**config.mk**
```make
export PLATFORM = sky130hd
export DESIGN_NAME = slm_cmd_top
export DESIGN_NICKNAME = d
export VERILOG_FILES = /design/src/design/slm_cmd_pkg.sv /design/src/design/frame_assembler.sv /design/src/design/reset_stretch.sv /design/src/design/slm_cmd_top.sv /design/src/design/spi_master.sv /design/src/design/uart_rx.sv /design/src/design/uart_tx.sv
export SDC_FILE = /design/constraint.sdc
export NUM_CORES = 1
export LEC_CHECK = 0
export ABC_AREA = 1
export BUFFER_PORTS_ARGS = -buffer_cell sky130_fd_sc_hd__buf_2
export CORE_ASPECT_RATIO = 0.5
export CORE_UTILIZATION = 40
export CTS_BUF_LIST = sky130_fd_sc_hd__clkbuf_16
export DETAILED_ROUTE_END_ITERATION = 7
export HOLD_SLACK_MARGIN = 0.05
export PLACE_DENSITY = 0.59
export SLEW_MARGIN = 20
export SYNTH_ARGS = -nofsm -noshare
export SYNTH_HDL_FRONTEND = slang
export SYNTH_SLANG_ARGS = --single-unit
```
**constraint.sdc**
```tcl
create_clock -name fpga_clk -period 3.6 [get_ports fpga_clk]
set_clock_uncertainty 0.05 [all_clocks]
set_input_delay 0.72 -clock fpga_clk [delete_from_list [all_inputs] [get_ports fpga_clk]]
set_output_delay 0.72 -clock fpga_clk [all_outputs]
set_load 0.005 [all_outputs]
```
**src/design/slm_cmd_pkg.sv**
```systemverilog
// command path types, widths, uart/spi timing constants and fsm state enums
package slm_cmd_pkg;

  ////////////////////////////////////////////////////////////
  // data widths
  ////////////////////////////////////////////////////////////

  // one uart byte, also one spi address or data byte
  typedef logic [7:0] byte_t;
  // spi frame, address in upper byte and data in lower byte
  typedef logic [15:0] spi_frame_t;
  // bit period counter shared by uart rx and tx
  typedef logic [7:0] baud_cnt_t;

  ////////////////////////////////////////////////////////////
  // timing
  ////////////////////////////////////////////////////////////

  // fpga_clk cycles per uart bit, short value for simulation
  // board runs 543 at 62.5 MHz for 115200 baud
  localparam int UART_CLKS_PER_BIT = 16;
  // last count of a full bit and of half a bit
  localparam baud_cnt_t BAUD_LAST = baud_cnt_t'(UART_CLKS_PER_BIT - 1);
  localparam baud_cnt_t BAUD_HALF = baud_cnt_t'(UART_CLKS_PER_BIT / 2 - 1);

  // sck half period in fpga_clk cycles
  localparam int SPI_HALF_PERIOD = 4;
  localparam int SPI_FRAME_BITS  = 16;
  localparam int SPI_HALF_CNT_W  = $clog2(SPI_HALF_PERIOD + 1);
  localparam int SPI_BIT_CNT_W   = $clog2(SPI_FRAME_BITS);

  // display reset hold after the reset command drops
  localparam int RESET_HOLD_CYCLES = 10;
  localparam int RESET_CNT_W       = $clog2(RESET_HOLD_CYCLES + 1);

  ////////////////////////////////////////////////////////////
  // state machines
  ////////////////////////////////////////////////////////////

  typedef enum logic [1:0] {RX_IDLE, RX_START, RX_DATA, RX_STOP} uart_rx_state_e;
  typedef enum logic [1:0] {TX_IDLE, TX_START, TX_DATA, TX_STOP} uart_tx_state_e;
  // low and high halves of each sck period
  typedef enum logic [1:0] {SPI_IDLE, SPI_LOW, SPI_HIGH, SPI_DONE} spi_state_e;

endpackage

```
**src/design/frame_assembler.sv**
```systemverilog
// byte pairing into address/data spi frames and spi start handshake
`timescale 1ns/1ps

module frame_assembler import slm_cmd_pkg::*; (
  input  logic       fpga_clk,
  input  logic       reset_all_cmd_w,
  input  logic       rx_valid_i,
  input  byte_t      rx_byte_i,
  input  logic       spi_busy_i,
  output logic       spi_start_o,
  output spi_frame_t spi_frame_o
);

  // address/data chain, older byte moves up into the address
  byte_t addr_byte;
  byte_t data_byte;

  // high when the next byte completes a pair
  logic odd_byte;
  // frame waiting for the spi master
  logic pending;

  ////////////////////////////////////////////////////////////
  // pairing and pending flag
  ////////////////////////////////////////////////////////////
  always_ff @(posedge fpga_clk) begin
    if (reset_all_cmd_w) begin
      // expect an address byte first
      odd_byte <= 1'b0;
      pending  <= 1'b0;
    end else begin
      if (spi_start_o) begin
        pending <= 1'b0;
      end
      if (rx_valid_i) begin
        odd_byte <= ~odd_byte;
        // every second byte closes a frame
        if (odd_byte) begin
          pending <= 1'b1;
        end
      end
    end
  end

  // byte chain shifts on every received byte
  always_ff @(posedge fpga_clk) begin
    if (rx_valid_i) begin
      addr_byte <= data_byte;
      data_byte <= rx_byte_i;
    end
  end

  // fire as soon as the master is free
  assign spi_start_o = pending & ~spi_busy_i;
  assign spi_frame_o = {addr_byte, data_byte};

  // start only into an idle master, which then goes busy
  a_start_handshake: assert property (@(posedge fpga_clk) disable iff (reset_all_cmd_w)
    spi_start_o |-> !spi_busy_i ##1 spi_busy_i);

endmodule

```
**src/design/reset_stretch.sv**
```systemverilog
// reset command stretcher driving the active-low display reset
`timescale 1ns/1ps

module reset_stretch import slm_cmd_pkg::*; (
  input  logic fpga_clk,
  input  logic reset_all_cmd_w,
  output logic slm_reset_n_o
);

  // cycles left of the hold after the command drops
  logic [RESET_CNT_W-1:0] hold_cnt;

  // reload while commanded, then count down to zero
  always_ff @(posedge fpga_clk) begin
    if (reset_all_cmd_w) begin
      hold_cnt <= RESET_CNT_W'(RESET_HOLD_CYCLES);
    end else if (hold_cnt != '0) begin
      hold_cnt <= hold_cnt - 1'b1;
    end
  end

  // display needs a minimum reset width, low while either holds
  assign slm_reset_n_o = ~(reset_all_cmd_w | (hold_cnt != '0));

endmodule

```
**src/design/slm_cmd_top.sv**
```systemverilog
// top level of the uart to spi command path and the display reset stretcher
`timescale 1ns/1ps

module slm_cmd_top import slm_cmd_pkg::*; (
  input  logic fpga_clk,
  input  logic reset_all_cmd_w,
  input  logic uart_rx_i,
  output logic uart_tx_o,
  output logic spi_sck_o,
  output logic spi_cs_n_o,
  output logic spi_mosi_o,
  input  logic spi_miso_i,
  output logic slm_reset_n_o
);

  ////////////////////////////////////////////////////////////
  // stage to stage signals
  ////////////////////////////////////////////////////////////

  // uart rx to pairing
  logic       rx_valid;
  byte_t      rx_byte;
  // pairing to spi
  logic       spi_start;
  logic       spi_busy;
  spi_frame_t spi_frame;
  // spi response back to the host
  logic       rsp_valid;
  byte_t      rsp_byte;

  uart_rx u_uart_rx (
    .fpga_clk        (fpga_clk),
    .reset_all_cmd_w (reset_all_cmd_w),
    .uart_rx_i       (uart_rx_i),
    .rx_valid_o      (rx_valid),
    .rx_byte_o       (rx_byte)
  );

  frame_assembler u_frame_assembler (
    .fpga_clk        (fpga_clk),
    .reset_all_cmd_w (reset_all_cmd_w),
    .rx_valid_i      (rx_valid),
    .rx_byte_i       (rx_byte),
    .spi_busy_i      (spi_busy),
    .spi_start_o     (spi_start),
    .spi_frame_o     (spi_frame)
  );

  spi_master u_spi_master (
    .fpga_clk        (fpga_clk),
    .reset_all_cmd_w (reset_all_cmd_w),
    .spi_start_i     (spi_start),
    .spi_frame_i     (spi_frame),
    .spi_busy_o      (spi_busy),
    .spi_sck_o       (spi_sck_o),
    .spi_cs_n_o      (spi_cs_n_o),
    .spi_mosi_o      (spi_mosi_o),
    .spi_miso_i      (spi_miso_i),
    .rsp_valid_o     (rsp_valid),
    .rsp_byte_o      (rsp_byte)
  );

  uart_tx u_uart_tx (
    .fpga_clk        (fpga_clk),
    .reset_all_cmd_w (reset_all_cmd_w),
    .rsp_valid_i     (rsp_valid),
    .rsp_byte_i      (rsp_byte),
    .uart_tx_o       (uart_tx_o)
  );

  // display reset, beside the pipeline
  reset_stretch u_reset_stretch (
    .fpga_clk        (fpga_clk),
    .reset_all_cmd_w (reset_all_cmd_w),
    .slm_reset_n_o   (slm_reset_n_o)
  );

endmodule

```
**src/design/spi_master.sv**
```systemverilog
// spi mode 0 master, 16-bit frames, msb first, response byte capture
`timescale 1ns/1ps

module spi_master import slm_cmd_pkg::*; (
  input  logic       fpga_clk,
  input  logic       reset_all_cmd_w,
  input  logic       spi_start_i,
  input  spi_frame_t spi_frame_i,
  output logic       spi_busy_o,
  output logic       spi_sck_o,
  output logic       spi_cs_n_o,
  output logic       spi_mosi_o,
  input  logic       spi_miso_i,
  output logic       rsp_valid_o,
  output byte_t      rsp_byte_o
);

  spi_state_e                state;
  logic [SPI_HALF_CNT_W-1:0] half_cnt;
  logic [SPI_BIT_CNT_W-1:0]  bit_cnt;
  spi_frame_t                tx_shift;
  spi_frame_t                rx_shift;

  logic half_end;
  logic last_bit;

  assign half_end = (half_cnt == SPI_HALF_CNT_W'(SPI_HALF_PERIOD - 1));
  assign last_bit = (bit_cnt == SPI_BIT_CNT_W'(SPI_FRAME_BITS - 1));

  ////////////////////////////////////////////////////////////
  // sck, cs and handshake
  ////////////////////////////////////////////////////////////
  always_ff @(posedge fpga_clk) begin
    if (reset_all_cmd_w) begin
      state       <= SPI_IDLE;
      half_cnt    <= '0;
      bit_cnt     <= '0;
      spi_sck_o   <= 1'b0;
      spi_cs_n_o  <= 1'b1;
      spi_busy_o  <= 1'b0;
      rsp_valid_o <= 1'b0;
    end else begin
      rsp_valid_o <= 1'b0;
      case (state)
        SPI_IDLE: begin
          if (spi_start_i) begin
            // cs drops one cycle after start
            spi_cs_n_o <= 1'b0;
            spi_busy_o <= 1'b1;
            half_cnt   <= '0;
            bit_cnt    <= '0;
            state      <= SPI_LOW;
          end
        end
        SPI_LOW: begin
          if (half_end) begin
            // rising edge, miso sampled below
            half_cnt  <= '0;
            spi_sck_o <= 1'b1;
            state     <= SPI_HIGH;
          end else begin
            half_cnt <= half_cnt + 1'b1;
          end
        end
        SPI_HIGH: begin
          if (half_end) begin
            half_cnt  <= '0;
            spi_sck_o <= 1'b0;
            if (last_bit) begin
              // cs rises half a period after the last rising edge
              spi_cs_n_o <= 1'b1;
              state      <= SPI_DONE;
            end else begin
              bit_cnt <= bit_cnt + 1'b1;
              state   <= SPI_LOW;
            end
          end else begin
            half_cnt <= half_cnt + 1'b1;
          end
        end
        SPI_DONE: begin
          rsp_valid_o <= 1'b1;
          spi_busy_o  <= 1'b0;
          state       <= SPI_IDLE;
        end
        default: state <= SPI_IDLE;
      endcase
    end
  end

  ////////////////////////////////////////////////////////////
  // shift registers
  ////////////////////////////////////////////////////////////

  // mosi advances on the falling edge
  always_ff @(posedge fpga_clk) begin
    if (state == SPI_IDLE && spi_start_i) begin
      tx_shift <= spi_frame_i;
    end else if (state == SPI_HIGH && half_end && !last_bit) begin
      tx_shift <= {tx_shift[SPI_FRAME_BITS-2:0], 1'b0};
    end
  end

  // miso captured with the rising edge
  always_ff @(posedge fpga_clk) begin
    if (state == SPI_LOW && half_end) begin
      rx_shift <= {rx_shift[SPI_FRAME_BITS-2:0], spi_miso_i};
    end
  end

  assign spi_mosi_o = tx_shift[SPI_FRAME_BITS-1];
  // display answers during the data byte
  assign rsp_byte_o = rx_shift[7:0];

  // every sck transition happens inside an open chip select
  a_sck_in_cs: assert property (@(posedge fpga_clk) disable iff (reset_all_cmd_w)
    !$stable(spi_sck_o) |-> $past(spi_cs_n_o) == 1'b0);

endmodule

```
**src/design/uart_rx.sv**
```systemverilog
// uart 8N1 receiver with input synchronizer and one-cycle byte strobe
`timescale 1ns/1ps

module uart_rx import slm_cmd_pkg::*; (
  input  logic  fpga_clk,
  input  logic  reset_all_cmd_w,
  input  logic  uart_rx_i,
  output logic  rx_valid_o,
  output byte_t rx_byte_o
);

  // two flop synchronizer on the async serial line
  logic rx_meta;
  logic rx_sync;

  uart_rx_state_e state;
  baud_cnt_t      baud_cnt;
  logic [2:0]     bit_idx;
  byte_t          rx_shift;

  logic bit_tick;
  assign bit_tick = (baud_cnt == BAUD_LAST);

  ////////////////////////////////////////////////////////////
  // control fsm
  ////////////////////////////////////////////////////////////
  always_ff @(posedge fpga_clk) begin
    if (reset_all_cmd_w) begin
      rx_meta    <= 1'b1;
      rx_sync    <= 1'b1;
      state      <= RX_IDLE;
      baud_cnt   <= '0;
      bit_idx    <= '0;
      rx_valid_o <= 1'b0;
    end else begin
      rx_meta    <= uart_rx_i;
      rx_sync    <= rx_meta;
      // strobe only lasts one cycle
      rx_valid_o <= 1'b0;
      case (state)
        RX_IDLE: begin
          baud_cnt <= '0;
          bit_idx  <= '0;
          // falling edge marks a start bit
          if (!rx_sync) begin
            state <= RX_START;
          end
        end
        RX_START: begin
          // recheck in the middle of the start bit
          if (baud_cnt == BAUD_HALF) begin
            baud_cnt <= '0;
            state    <= rx_sync ? RX_IDLE : RX_DATA;
          end else begin
            baud_cnt <= baud_cnt + 1'b1;
          end
        end
        RX_DATA: begin
          if (bit_tick) begin
            baud_cnt <= '0;
            if (bit_idx == 3'd7) begin
              state <= RX_STOP;
            end else begin
              bit_idx <= bit_idx + 1'b1;
            end
          end else begin
            baud_cnt <= baud_cnt + 1'b1;
          end
        end
        RX_STOP: begin
          if (bit_tick) begin
            state      <= RX_IDLE;
            // low stop bit means framing error, no strobe
            rx_valid_o <= rx_sync;
          end else begin
            baud_cnt <= baud_cnt + 1'b1;
          end
        end
        default: state <= RX_IDLE;
      endcase
    end
  end

  // lsb first, so new bits enter at the top
  always_ff @(posedge fpga_clk) begin
    if (state == RX_DATA && bit_tick) begin
      rx_shift <= {rx_sync, rx_shift[7:1]};
    end
  end

  assign rx_byte_o = rx_shift;

endmodule

```
**src/design/uart_tx.sv**
```systemverilog
// uart 8N1 transmitter with one-byte holding register for spi responses
`timescale 1ns/1ps

module uart_tx import slm_cmd_pkg::*; (
  input  logic  fpga_clk,
  input  logic  reset_all_cmd_w,
  input  logic  rsp_valid_i,
  input  byte_t rsp_byte_i,
  output logic  uart_tx_o
);

  uart_tx_state_e state;
  baud_cnt_t      baud_cnt;
  logic [2:0]     bit_idx;
  byte_t          tx_shift;

  // one byte waiting behind the one in flight
  byte_t hold_byte;
  logic  hold_valid;

  logic bit_tick;
  assign bit_tick = (baud_cnt == BAUD_LAST);

  ////////////////////////////////////////////////////////////
  // serializer fsm
  ////////////////////////////////////////////////////////////
  always_ff @(posedge fpga_clk) begin
    if (reset_all_cmd_w) begin
      state      <= TX_IDLE;
      baud_cnt   <= '0;
      bit_idx    <= '0;
      hold_valid <= 1'b0;
      // line idles high
      uart_tx_o  <= 1'b1;
    end else begin
      case (state)
        TX_IDLE: begin
          baud_cnt <= '0;
          bit_idx  <= '0;
          if (hold_valid) begin
            tx_shift   <= hold_byte;
            hold_valid <= 1'b0;
            uart_tx_o  <= 1'b0;
            state      <= TX_START;
          end else if (rsp_valid_i) begin
            tx_shift  <= rsp_byte_i;
            uart_tx_o <= 1'b0;
            state     <= TX_START;
          end
        end
        TX_START: begin
          if (bit_tick) begin
            baud_cnt  <= '0;
            uart_tx_o <= tx_shift[0];
            state     <= TX_DATA;
          end else begin
            baud_cnt <= baud_cnt + 1'b1;
          end
        end
        TX_DATA: begin
          if (bit_tick) begin
            baud_cnt <= '0;
            if (bit_idx == 3'd7) begin
              uart_tx_o <= 1'b1;
              state     <= TX_STOP;
            end else begin
              // lsb first
              tx_shift  <= {1'b0, tx_shift[7:1]};
              uart_tx_o <= tx_shift[1];
              bit_idx   <= bit_idx + 1'b1;
            end
          end else begin
            baud_cnt <= baud_cnt + 1'b1;
          end
        end
        TX_STOP: begin
          if (bit_tick) begin
            baud_cnt <= '0;
            bit_idx  <= '0;
            // held byte goes straight after the stop bit
            if (hold_valid) begin
              tx_shift   <= hold_byte;
              hold_valid <= 1'b0;
              uart_tx_o  <= 1'b0;
              state      <= TX_START;
            end else begin
              state <= TX_IDLE;
            end
          end else begin
            baud_cnt <= baud_cnt + 1'b1;
          end
        end
        default: state <= TX_IDLE;
      endcase
      // busy, so park the response
      if (rsp_valid_i && state != TX_IDLE) begin
        hold_byte  <= rsp_byte_i;
        hold_valid <= 1'b1;
      end
    end
  end

  // spi responses come slower than uart can drain them
  a_hold_free: assert property (@(posedge fpga_clk) disable iff (reset_all_cmd_w)
    rsp_valid_i |-> !hold_valid);

endmodule

```
Word level (Yosys, flattened, before mapping)
Index checks and enable logic that the tools add are counted.
{ "word_totals": {"latchBits": 0, "out_inout_bits": 5, "word_cells": 189, "in_bits": 4, "rom_bits": 0, "n_memories": 0, "mem_bits_rw": 0, "register_bits": 114} }
{ "classes": {"n_lt_le_gt_ge": 0, "mux": 73, "n_reduce_logical": 37, "addsub": 7, "shifts": 0, "div_mod_pow": 0, "n_eq_ne": 36, "bitwise_logic": 8, "mul": 0} }
{ "ops": {"columns": ["op", "count"], "rows": [
  ["8-bit 2-to-1 mux", 10],
  ["16-bit 2-to-1 mux", 2],
  ["2-bit 2-to-1 mux", 16],
  ["8-bit case mux with 4 select lines", 1],
  ["2-bit by 1-bit inequality test with 1-bit output, second input constant", 13],
  ["2-bit case mux with 4 select lines", 3],
  ["8-bit case mux with 3 select lines", 1],
  ["3-bit 2-to-1 mux", 7],
  ["1-bit 2-to-1 mux", 20],
  ["8-bit by 1-bit adder with 8-bit output, second input constant", 2],
  ["8-bit by 4-bit equality test with 1-bit output, second input constant", 2],
  ["8-bit case mux with 2 select lines", 1],
  ["5-bit AND reduction", 3],
  ["2-bit nonzero test", 7],
  ["2-bit equality test, second input constant", 6],
  ["4-bit 2-to-1 mux", 3],
  ["3-bit case mux with 2 select lines", 2],
  ["4-bit AND reduction", 3],
  ["2-bit inequality test, second input constant", 5],
  ["3-bit by 1-bit adder with 3-bit output, second input constant", 3],
  ["3-bit case mux with 3 select lines", 1],
  ["3-bit AND reduction", 3],
  ["8-bit by 3-bit equality test with 1-bit output, second input constant", 1],
  ["1-bit case mux with 2 select lines", 4],
  ["22 further kinds", 42]
]} }

Longest topological paths before layout
Gate-level depths: netlist of the first run.
{ "depth": {"depth_word": 5, "mapped_depth": 11, "ltp_nobuf": 11} }

Modules after synthesis
A second synthesis of the first run with hierarchy kept.
{ "unflattened": {"hier_cells": 526, "hier_area_um2": 5031.1} }
{ "modules_own_cells": {"columns": ["mod", "seq_area_each_um2", "cells_per_inst", "n_inst", "area_per_inst_um2"], "rows": [
  ["spi_master", 980.9, 177, 1, 1641.6],
  ["uart_tx", 780.7, 173, 1, 1564.0],
  ["uart_rx", 560.5, 119, 1, 1044.8],
  ["frame_assembler", 520.5, 27, 1, 564.3],
  ["reset_stretch", 80.1, 30, 1, 216.5]
]} }

Worst setup path before layout of the first run
Ideal clock, no wire load.
{ "synth_path": {"kind": "reg-to-reg", "start": "register u_spi_master.bit_cnt[0]", "end": "register u_spi_master.tx_shift[0], enable pin", "slack_ns": 1.273, "arrival_ns": 1.865, "stages_incl_launch_ff": 5, "path_cell_list": "dfxtp_1 > ha_1 > nand3_1 > nand2_1 > o21ai_0"} }
{ "synth_via": {"elab_chain_cells": 4} }
{ "synth_lines": {"columns": ["element", "line_no", "rtl"], "rows": [
  ["start: declaration", "spi_master.sv:20", "logic [SPI_BIT_CNT_W-1:0] bit_cnt;"],
  ["start signal: assignment", "spi_master.sv:74", "bit_cnt <= bit_cnt + 1'b1;"],
  ["4-bit equality test", "spi_master.sv:28", "assign last_bit = (bit_cnt == SPI_BIT_CNT_W'(SPI_FRAME_BITS - 1));"],
  ["1-bit zero test", "spi_master.sv:99", "end else if (state == SPI_HIGH && half_end && !last_bit) begin"],
  ["1-bit logical AND", "spi_master.sv:99", null],
  ["2-bit nonzero test (no source line)", null, null],
  ["end signal: assignment", "spi_master.sv:98", "tx_shift <= spi_frame_i;"],
  ["end signal: assignment", "spi_master.sv:100", "tx_shift <= {tx_shift[SPI_FRAME_BITS-2:0], 1'b0};"],
  ["end: declaration", "spi_master.sv:21", "spi_frame_t tx_shift;"]
]} }
No other way between the ends.
A chain may end at the register's enable or synchronous reset.

Final worst setup path of the first run
{ "layout_path": {"start": "register u_uart_tx.state[0]", "end": "register u_uart_tx.tx_shift[5], enable pin"} }
{ "layout_via": {"elab_chain_cells": 3} }
{ "layout_lines": {"columns": ["element", "line_no", "rtl"], "rows": [
  ["start: declaration", "uart_tx.sv:12", "uart_tx_state_e state;"],
  ["start signal: assignment", "uart_tx.sv:29", "state <= TX_IDLE;"],
  ["start signal: assignment", "uart_tx.sv:44", "state <= TX_START;"],
  ["start signal: assignment", "uart_tx.sv:48", "state <= TX_START;"],
  ["2-bit equality test or 2-bit zero test (tied branches)", "uart_tx.sv:36", "case (state)"],
  ["2-bit inequality test (no source line), or another cell as far along", null, null],
  ["7-bit AND reduction (no source line) (*)", null, null],
  ["end signal: assignment", "uart_tx.sv:41", "tx_shift <= hold_byte;"],
  ["end signal: assignment", "uart_tx.sv:46", "tx_shift <= rsp_byte_i;"],
  ["end signal: assignment", "uart_tx.sv:68", "tx_shift <= {1'b0, tx_shift[7:1]};"],
  ["end: declaration", "uart_tx.sv:15", "byte_t tx_shift;"]
]} }
Mark *: on every way between the ends. The rest lies on a longest branch, timed or not.

==> results of run 1 <==
-- per-stage QoR --
| step | utilization [%] | hold slack, ns | total power (W) | std cells |
|---|---|---|---|---|
| after floorplan | - | 0.339 | 0.00183 | 506 |
| after global placement | 43.0 | 0.342 | 0.00193 | 671 |
| after detailed placement | 43.0 | 0.350 | 0.00193 | 671 |
| after CTS | 48.1 | 0.364 | 0.00365 | 703 |
| after global routing | 48.2 | 0.372 | 0.00379 | 703 |
| final | 48.2 | 0.363 | 0.00360 | 703 |
-- layout by cell type, fill, tap and decap left out, types with 3 or more instances in the layout --
master	instances
o21ai_1	3
o22ai_1	3
xnor2_1	5
buf_4	3
buf_2	8
inv_1	49
nand2_2	4
nand4_1	5
nand2_1	120
inv_6	3
nand3b_1	4
clkinv_4	4
dfxtp_1	50
bufinv_16	3
a21oi_1	21
edfxtp_1	64
nor2_1	63
ha_1	19
o211ai_1	9
nor3_1	10
nand3_1	21
o21ai_0	25
clkbuf_16	17
nand3_2	3
-- layout make-up --
type	instances	area share (%)
Sequential cell	114	51.4
Multi-Input combinational cell	331	29.9
Clock buffer	17	7.48
Tap cell	165	3.63
Inverter	50	3.30
Clock inverter	15	3.17
Timing Repair Buffer	11	1.10
-- worst max-delay path by stage --
| stage | endpoint | slack (ns) |
|---|---|---|
| 6_report | u_uart_tx.tx_shift[5] | 1.24 |
| 5_1_grt | u_uart_tx.tx_shift[0] | 1.05 |
| 4_1_cts | u_uart_tx.tx_shift[2] | 1.21 |
| 3_5_place_dp | u_uart_tx.tx_shift[5] | 1.21 |
| 3_3_place_gp | u_uart_tx.tx_shift[5] | 1.28 |
| 2_1_floorplan | u_spi_master.tx_shift[0] | 1.27 |
-- sequential cells by signal, indices dropped and copies added (netlist names), 2 cells and up, named ones only --
register,count
u_uart_tx.baud_cnt,8
u_uart_tx.state,2
u_frame_assembler.data_byte,8
u_spi_master.bit_cnt,4
u_spi_master.rx_shift,8
u_uart_tx.hold_byte,8
u_reset_stretch.hold_cnt,4
u_uart_tx.bit_idx,3
u_uart_rx.rx_byte_o,8
u_spi_master.state,2
u_uart_tx.tx_shift,8
u_spi_master.tx_shift,16
u_uart_rx.baud_cnt,8
u_frame_assembler.addr_byte,8
u_uart_rx.bit_idx,3
u_spi_master.half_cnt,3
-- power breakdown --
part / internal, W / switching (W) / total, W
clock network: 0.00109 / 0.000611 / 0.00170
logic: 0.000149 / 0.000265 / 0.000415
registers: 0.00144 / 0.0000439 / 0.00149
-- metal layers --
metal	GRT usage, %	share of wire (%)
met1	19.7	51
met2	24.0	45
met3	5.70	3.4
met4	6.12	0.47
met5	0	0
-- worst reg2reg max path: stages, from the launching register on --
cell and delay (ns):
dfxtp_1 0.43, inv_1 0.10, ha_1 0.36, inv_1 0.15
nand2_1 0.08, inv_1 0.23, o21ai_2 0.14, nor2_1 0.47
-- logic make-up after synthesis --
kind of cell,Yosys count,share of synthesized area [%]
AOI/OAI and AO/OA,69,8.20
xor gates and xnor gates,6,1.08
adders and majority gates,19,4.90
buffers and inverters,61,4.85
DFF,114,60.2
and+or+nand+nor,237,20.8
==> tab_implementation.tex, run 1 <==
\begin{tabular}{lr}
\hline
Metric & Value \\
\hline
\multicolumn{2}{l}{\textbf{Setup path}} \\
\quad Depth of the critical timing path with buffers and inverters included & 7 \\
\quad Required time at the worst-slack endpoint & 3.59 ns \\
\quad Max stage delay cell, worst path & nor2\_1 \\
\quad CP Data Arrival Time & 2.35 ns \\
\quad R2r startpoint & u\_uart\_tx.state[0] \\
\quad Endpoint kind of the worst setup timing path & flip-flop \\
\quad Buffer and inverter count on the worst path & 3 \\
\quad Reg2reg end & u\_uart\_tx.tx\_shift[5] \\
\quad Crit-path max FO & 13 \\
\quad Critical-path cell list & inv\_1, ha\_1, inv\_1, nand2\_1, inv\_1, o21ai\_2, nor2\_1 \\
\quad Largest incremental delay on the critical path & 0.47 ns \\
\quad Cell repeated most along the worst path & inv\_1 \\
\quad Depth of the worst register-to-register path & 7 \\
\quad Crit. Startpoint & u\_uart\_tx.state[0] \\
\quad Flop2flop setup slack & 1.24 ns \\
\quad Cell class contributing the biggest share of worst-path delay & simple AND/OR/NAND/NOR gates \\
\quad Kind of critical path & reg2reg \\
\quad Crit path launch type & flip-flop \\
\multicolumn{2}{l}{\textbf{Detailed routing}} \\
\quad Residual antenna-violating net count after detailed routing & 0 \\
\quad Count of unresolved DRC violations after routing & 0 \\
\quad Final WL & approximately 8.6 mm \\
\quad First-pass detailed-route iteration total & 4 \\
\quad Wirelength per Cell & 12.2 microns \\
\quad First DRT Iteration DRCs & 148 \\
\quad Overall via count from detail\_route & around 3300 \\
\quad Via density per instance & between 4 and 5 \\
\multicolumn{2}{l}{\textbf{Power and ir drop}} \\
\quad Maximum ir drop on the vdd rail & 0.298 mV \\
\quad Static leakage & 2.18 nW \\
\quad Power per Cell Area & between 600 and 700 nW/um\^{}2 \\
\multicolumn{2}{l}{\textbf{Logic synthesis}} \\
\quad Cell with the most instances after synthesis & nand2\_1 \\
\quad Sequential fraction of the synthesis area & 60.2\% \\
\quad Fraction of synthesized cell area taken by the top area cell type & around two fifths \\
\quad Number of warning messages in the yosys log & 0 \\
\quad Mapped Area & 4850 sq um \\
\quad Main area contributors after synthesis & edfxtp\_1 (40\%), dfxtp\_1 (21\%), nand2\_1 (9.3\%), ha\_1 (4.9\%), nor2\_1 (4.9\%) \\
\quad Count of mapped cells out of synthesis & 506 \\
\quad Avg Cell Area, Syn & 9.59 sq um \\
\quad Area leader, netlist & edfxtp\_1 \\
\quad Commonest cells in the netlist & nand2\_1 (120), edfxtp\_1 (64), nor2\_1 (63), dfxtp\_1 (50), inv\_1 (49) \\
\quad Top\_reg\_cell synth & edfxtp\_1 \\
\quad Number of enable-type register cells in the synthesized netlist & 64 \\
\quad Total of flip-flops plus latches after synthesis & 114 \\
\quad Syn Nets & 529 \\
\quad Count of different cell masters after synthesis & 32 \\
\quad Synth async-reset ratio & 0\% \\
\multicolumn{2}{l}{\textbf{STA}} \\
\quad Unrepaired setup endpoints after global routing & no \\
\quad Shortest clock period the worst path allows after layout & between 2 and 2.5 ns \\
\quad Hold violation count in the final report & 0 \\
\quad Tightest slew margin relative to the limit & 33.7\% \\
\quad Highest attainable clock frequency & 423 MHz \\
\quad Number of setup violations in the final report & 0 \\
\quad Fin crit share & 65.6\% \\
\quad Slew of the pin with the lowest slew margin & between 0.9 and 1 ns \\
\quad Final critical-path setup slack & $\sim$1.2 ns \\
\quad Max-slew violation count & 0 \\
\quad Post-Route Setup TNS & 0 ns \\
\multicolumn{2}{l}{\textbf{Final layout}} \\
\quad ANT cells & 0 \\
\quad Seq. cell area & 2920 sq um \\
\quad Fill count & approximately 1100 \\
\quad Relative area change from synthesis to final layout & 17.1\% \\
\quad Total non-filler cell area in the finished layout & $\sim$5700 sq um \\
\quad Area of the multi-input gates & 1700 sq um \\
\quad Layout Nets & 548 \\
\quad Layout cell share with drive strength beyond 1 & a little over a tenth \\
\multicolumn{2}{l}{\textbf{Floorplanning}} \\
\quad Die Height & 79.9 microns \\
\quad Die area & between 10000 and 15000 sq um \\
\quad Number of cell rows & 28 \\
\quad Area inside the core boundary & 11800 sq um \\
\quad I/O pin count & 9 \\
\quad Initial Utilization & 41.1\% \\
\quad Width of the die & 158 microns \\
\multicolumn{2}{l}{\textbf{CTS}} \\
\quad Hold bufs inserted after CTS & 0 \\
\quad Number of H-tree levels & 4 \\
\quad TritonCTS clock tree & built \\
\quad Maximum buffer depth of the clock tree & 2 \\
\quad Number of buffers inserted during clock tree synthesis & 17 \\
\quad Setup Buffers After CTS & 0 \\
\quad Number of sinks handled by clock tree synthesis & 114 \\
\quad Clock latency at the later pin of the worst-skew pair & 0.41 ns \\
\quad Reg clk slew, reported paths & $\sim$0.050 ns \\
\quad Number of gates resized after CTS & 0 \\
\quad Clock root buffer & clkbuf\_16 \\
\multicolumn{2}{l}{\textbf{GRT}} \\
\quad Pin count of the biggest net entering global routing & 25 \\
\quad Total global routing track utilization & 15.5\% \\
\quad Global-route wire length before repair & roughly 15 mm \\
\quad Vias in the first global route & 3091 \\
\quad Global-route congestion overflow total & 0 \\
\quad Initial antenna violation count & 0 \\
\multicolumn{2}{l}{\textbf{Placed design}} \\
\quad Final HPWL from detailed placement & 5.61 mm \\
\quad Area after DPL & 5070 sq um \\
\quad IO buf count & 8 \\
\quad Gpl congestion & 0.806 \\
\quad DP Worst Slack & 1.21 ns \\
\multicolumn{2}{l}{\textbf{Min path}} \\
\quad Min-Delay Path Depth & 1 \\
\quad Sink of the worst hold path & u\_uart\_rx.rx\_sync \\
\quad Launch instance of the worst min-delay path & u\_uart\_rx.rx\_meta \\
\quad Kind of path behind the tightest hold check & reg2reg \\
\multicolumn{2}{l}{\textbf{Run}} \\
\quad Max Cap Violations & 0 \\
\multicolumn{2}{l}{\textbf{Outcome}} \\
\quad Status & finished, final reports clean \\
\hline
\end{tabular}
(Power assumes the default switching activity.)
==> run 2: changes to the inputs <==
PLACE_DENSITY = 0.61   (was 0.59)
clock period = 1.98 ns   (was 3.6 ns; I/O delays follow)
==> run 2 against run 1 <==
Count of clock-buffer cells in the layout did not move. Die area did not move. Critical path depth fell by 2. Register-to-register slack got worse by 1.0 ns. Global-route usage rose by 0.31 points. Largest cell class unchanged. Non-clock buffer count rose by 14. Final area rose by 1.8%. Critical endpoint is now slm_reset_n_o. Total power rose by 80%. Sequential share of layout area fell by 0.90 points. Via count rose by 3.2%. Final cell count rose by 1.8%.
==> tab_implementation.tex, run 2 (synthesized netlist as in run 1, its figures left out) <==
\begin{tabular}{lr}
\hline
Metric & Value \\
\hline
\multicolumn{2}{l}{\textbf{Outcome}} \\
\quad Status & finished, final reports clean \\
\multicolumn{2}{l}{\textbf{Placed design}} \\
\quad IO buf count & 8 (unchanged) \\
\quad Total instance count after detailed placement & 684 (+1.9\%) \\
\quad Gpl congestion & 0.815 (+1.1\%) \\
\quad Final HPWL from detailed placement & 5.80 mm (+3.5\%) \\
\multicolumn{2}{l}{\textbf{Setup path}} \\
\quad Crit. Startpoint & u\_reset\_stretch.hold\_cnt[0] \\
\quad Crit path launch type & flip-flop \\
\quad Flop2flop setup slack & 0.23 ns (-1.01 ns) \\
\quad Reg2reg end & u\_spi\_master.tx\_shift[3] \\
\quad R2r startpoint & u\_spi\_master.state[0] \\
\quad Crit-path max FO & 4 (-9) \\
\quad Depth of the worst register-to-register path & 7 (unchanged) \\
\quad CP Data Arrival Time & 1.34 ns (-1.01 ns) \\
\quad Required time at the worst-slack endpoint & 1.53 ns (-2.06 ns) \\
\quad Kind of critical path & reg2out \\
\quad Endpoint kind of the worst setup timing path & output port \\
\multicolumn{2}{l}{\textbf{Floorplanning}} \\
\quad Initial Utilization & 41.1\% (unchanged) \\
\quad I/O pin count & 9 (unchanged) \\
\quad Number of cell rows & 28 (unchanged) \\
\quad Die area & 12600 sq um (unchanged) \\
\quad Width of the die & 158 microns (unchanged) \\
\quad Area inside the core boundary & 11800 sq um (unchanged) \\
\quad Die Height & 79.9 microns (unchanged) \\
\multicolumn{2}{l}{\textbf{CTS}} \\
\quad Number of H-tree levels & 4 (unchanged) \\
\quad Number of buffers inserted during clock tree synthesis & 17 (unchanged) \\
\quad Reg clk slew, reported paths & 0.05 ns (about the same) \\
\quad Maximum buffer depth of the clock tree & 2 (unchanged) \\
\quad Number of sinks handled by clock tree synthesis & 114 (unchanged) \\
\quad TritonCTS clock tree & built \\
\quad Hold bufs inserted after CTS & 0 (unchanged) \\
\quad Clock latency at the later pin of the worst-skew pair & 0.41 ns (about the same) \\
\quad Clock root buffer & clkbuf\_16 \\
\multicolumn{2}{l}{\textbf{STA}} \\
\quad Post-Route Setup TNS & 0 ns (unchanged) \\
\quad Shortest clock period the worst path allows after layout & 1.78 ns \\
\quad Tightest slew margin relative to the limit & 64.1\% (+30 points) \\
\quad Slew of the pin with the lowest slew margin & 0.537 ns (-0.454 ns) \\
\quad Unrepaired setup endpoints after global routing & no \\
\quad Max-slew violation count & 0 (unchanged) \\
\quad Hold violation count in the final report & 0 (unchanged) \\
\quad Highest attainable clock frequency & 561 MHz \\
\quad Fin crit share & 90.1\% \\
\quad Number of setup violations in the final report & 0 (unchanged) \\
\multicolumn{2}{l}{\textbf{Final layout}} \\
\quad Seq. cell area & 2920 sq um (about the same) \\
\quad Most used cells in the layout excluding fill and tap cells & nand2\_1 (120), edfxtp\_1 (64), nor2\_1 (63) \\
\quad Layout cell share with drive strength beyond 1 & 13.4\% (+2.6 points) \\
\quad Largest register FFs & 16 (unchanged) \\
\quad ANT cells & 0 (unchanged) \\
\quad Fill count & 1062 (-4.1\%) \\
\quad Relative area change from synthesis to final layout & 19.3\% \\
\quad Area of the multi-input gates & 1710 sq um (+0.37\%) \\
\quad Largest register by flop count & u\_spi\_master.tx\_shift \\
\quad Most common cell after layout, fill and taps aside & nand2\_1 \\
\quad Number of standard cells in the final layout excluding fillers & 716 (+1.8\%) \\
\quad Post-layout utilization of the core & 49.0\% (+0.88 points) \\
\quad Layout Nets & 562 (+2.6\%) \\
\multicolumn{2}{l}{\textbf{GRT}} \\
\quad Initial antenna violation count & 0 (unchanged) \\
\quad Global-route congestion overflow total & 0 (unchanged) \\
\quad Global-route wire length before repair & 15.2 mm (+3.9\%) \\
\quad Pin count of the biggest net entering global routing & 20 (-20\%) \\
\quad Total global routing track utilization & 15.8\% (+0.31 points) \\
\quad Vias in the first global route & 3408 (+10\%) \\
\multicolumn{2}{l}{\textbf{Power and ir drop}} \\
\quad Power per Cell Area & 1120 nW/um\^{}2 (+77\%) \\
\quad Maximum ir drop on the vdd rail & 0.509 mV (+71\%) \\
\quad Static leakage & 2.23 nW (+2.0\%) \\
\multicolumn{2}{l}{\textbf{Detailed routing}} \\
\quad Overall via count from detail\_route & 3397 (+3.2\%) \\
\quad DR top layer & met4 \\
\quad Residual antenna-violating net count after detailed routing & 0 (unchanged) \\
\quad Via density per instance & 4.74 (+1.3\%) \\
\quad First-pass detailed-route iteration total & 5 (+1) \\
\quad Met2 wire len & 4.03 mm (+5.0\%) \\
\quad Total met3 wirelength after detailed routing & 282 microns (-3.8\%) \\
\quad Wirelength per Cell & 12.0 microns (-1.5\%) \\
\quad Final WL & 8.62 mm (+0.31\%) \\
\quad First DRT Iteration DRCs & 154 (+4.1\%) \\
\quad Count of unresolved DRC violations after routing & 0 (unchanged) \\
\quad Met1 routed wirelength after detailed routing & 4.19 mm (-5.2\%) \\
\multicolumn{2}{l}{\textbf{Min path}} \\
\quad Launch instance of the worst min-delay path & spi\_miso\_i \\
\quad Kind of path behind the tightest hold check & in2reg \\
\quad Min-Delay Path Depth & 1 (unchanged) \\
\quad Sink of the worst hold path & u\_spi\_master.rx\_shift[0] \\
\multicolumn{2}{l}{\textbf{Run}} \\
\quad Max Cap Violations & 0 (unchanged) \\
\hline
\end{tabular}
[run 2: cell count changes in the layout (fill, tap and decap cells not counted), sizes merged]
cell,before,now
inv,52,51
clkinvlp,2,6
bufinv,3,2
buf,11,25
clkinv,8,5
[run 2: worst max-delay path, cell delays in order (launching register included)]
cell and delay (ns):
dfxtp_1 0.37, inv_1 0.08, ha_1 0.20, nand2_1 0.11, nor2_1 0.06, buf_2 0.12
[run 2: metal layers]
layer,vias up,track usage (%)
met2,45,24.9
met5,-,0
met4,0,6.60
met3,14,5.70
li1,1762,-
met1,1576,19.7
[run 2: worst max-delay path by stage]
stage                                 to  slack (ns)  cells past startpoint
3_3_place_gp   u_spi_master.tx_shift[12]        0.16                      4
5_1_grt                    slm_reset_n_o        0.03                      5
4_1_cts         u_spi_master.tx_shift[1]         0.1                      4
6_report                   slm_reset_n_o        0.20                      5
3_5_place_dp   u_spi_master.tx_shift[13]        0.12                      4
2_1_floorplan      u_uart_tx.tx_shift[0]        0.09                      7
[run 2: cell type report]
| type | instances | area share, % |
|---|---|---|
| Clock buffer | 17 | 7.35 |
| Clock inverter | 14 | 2.68 |
| Inverter | 50 | 3.31 |
| Multi-Input combinational cell | 331 | 29.5 |
| Sequential cell | 114 | 50.5 |
| Tap cell | 165 | 3.57 |
| Timing Repair Buffer | 25 | 3.11 |
[run 2: power by group]
part           switching (W)  leakage [nW]  total [W]  internal, W
Sequential         0.0000816         0.983    0.00270      0.00262
Clock                0.00112         0.268    0.00297      0.00185
Combinational       0.000496         0.975   0.000800     0.000304
[run 2: metrics by stage]
step	setup WS, ns	hold slack, ns	total power (W)	area [sq um]
floorplan	0.0861	0.339	0.00333	4860
detailed placement	0.117	0.354	0.00356	5180
global route	0.0340	0.0943	0.00681	5790
CTS	0.0987	0.0963	0.00654	5760
finish	0.196	0.114	0.00648	5790
global placement	0.158	0.342	0.00354	5180
[run 2: timing repair]
action | 4_1_cts | 5_1_grt
resized for setup | 0 | 3
setup endpoints to repair | 0 | 25
setup buffers | 0 | 1
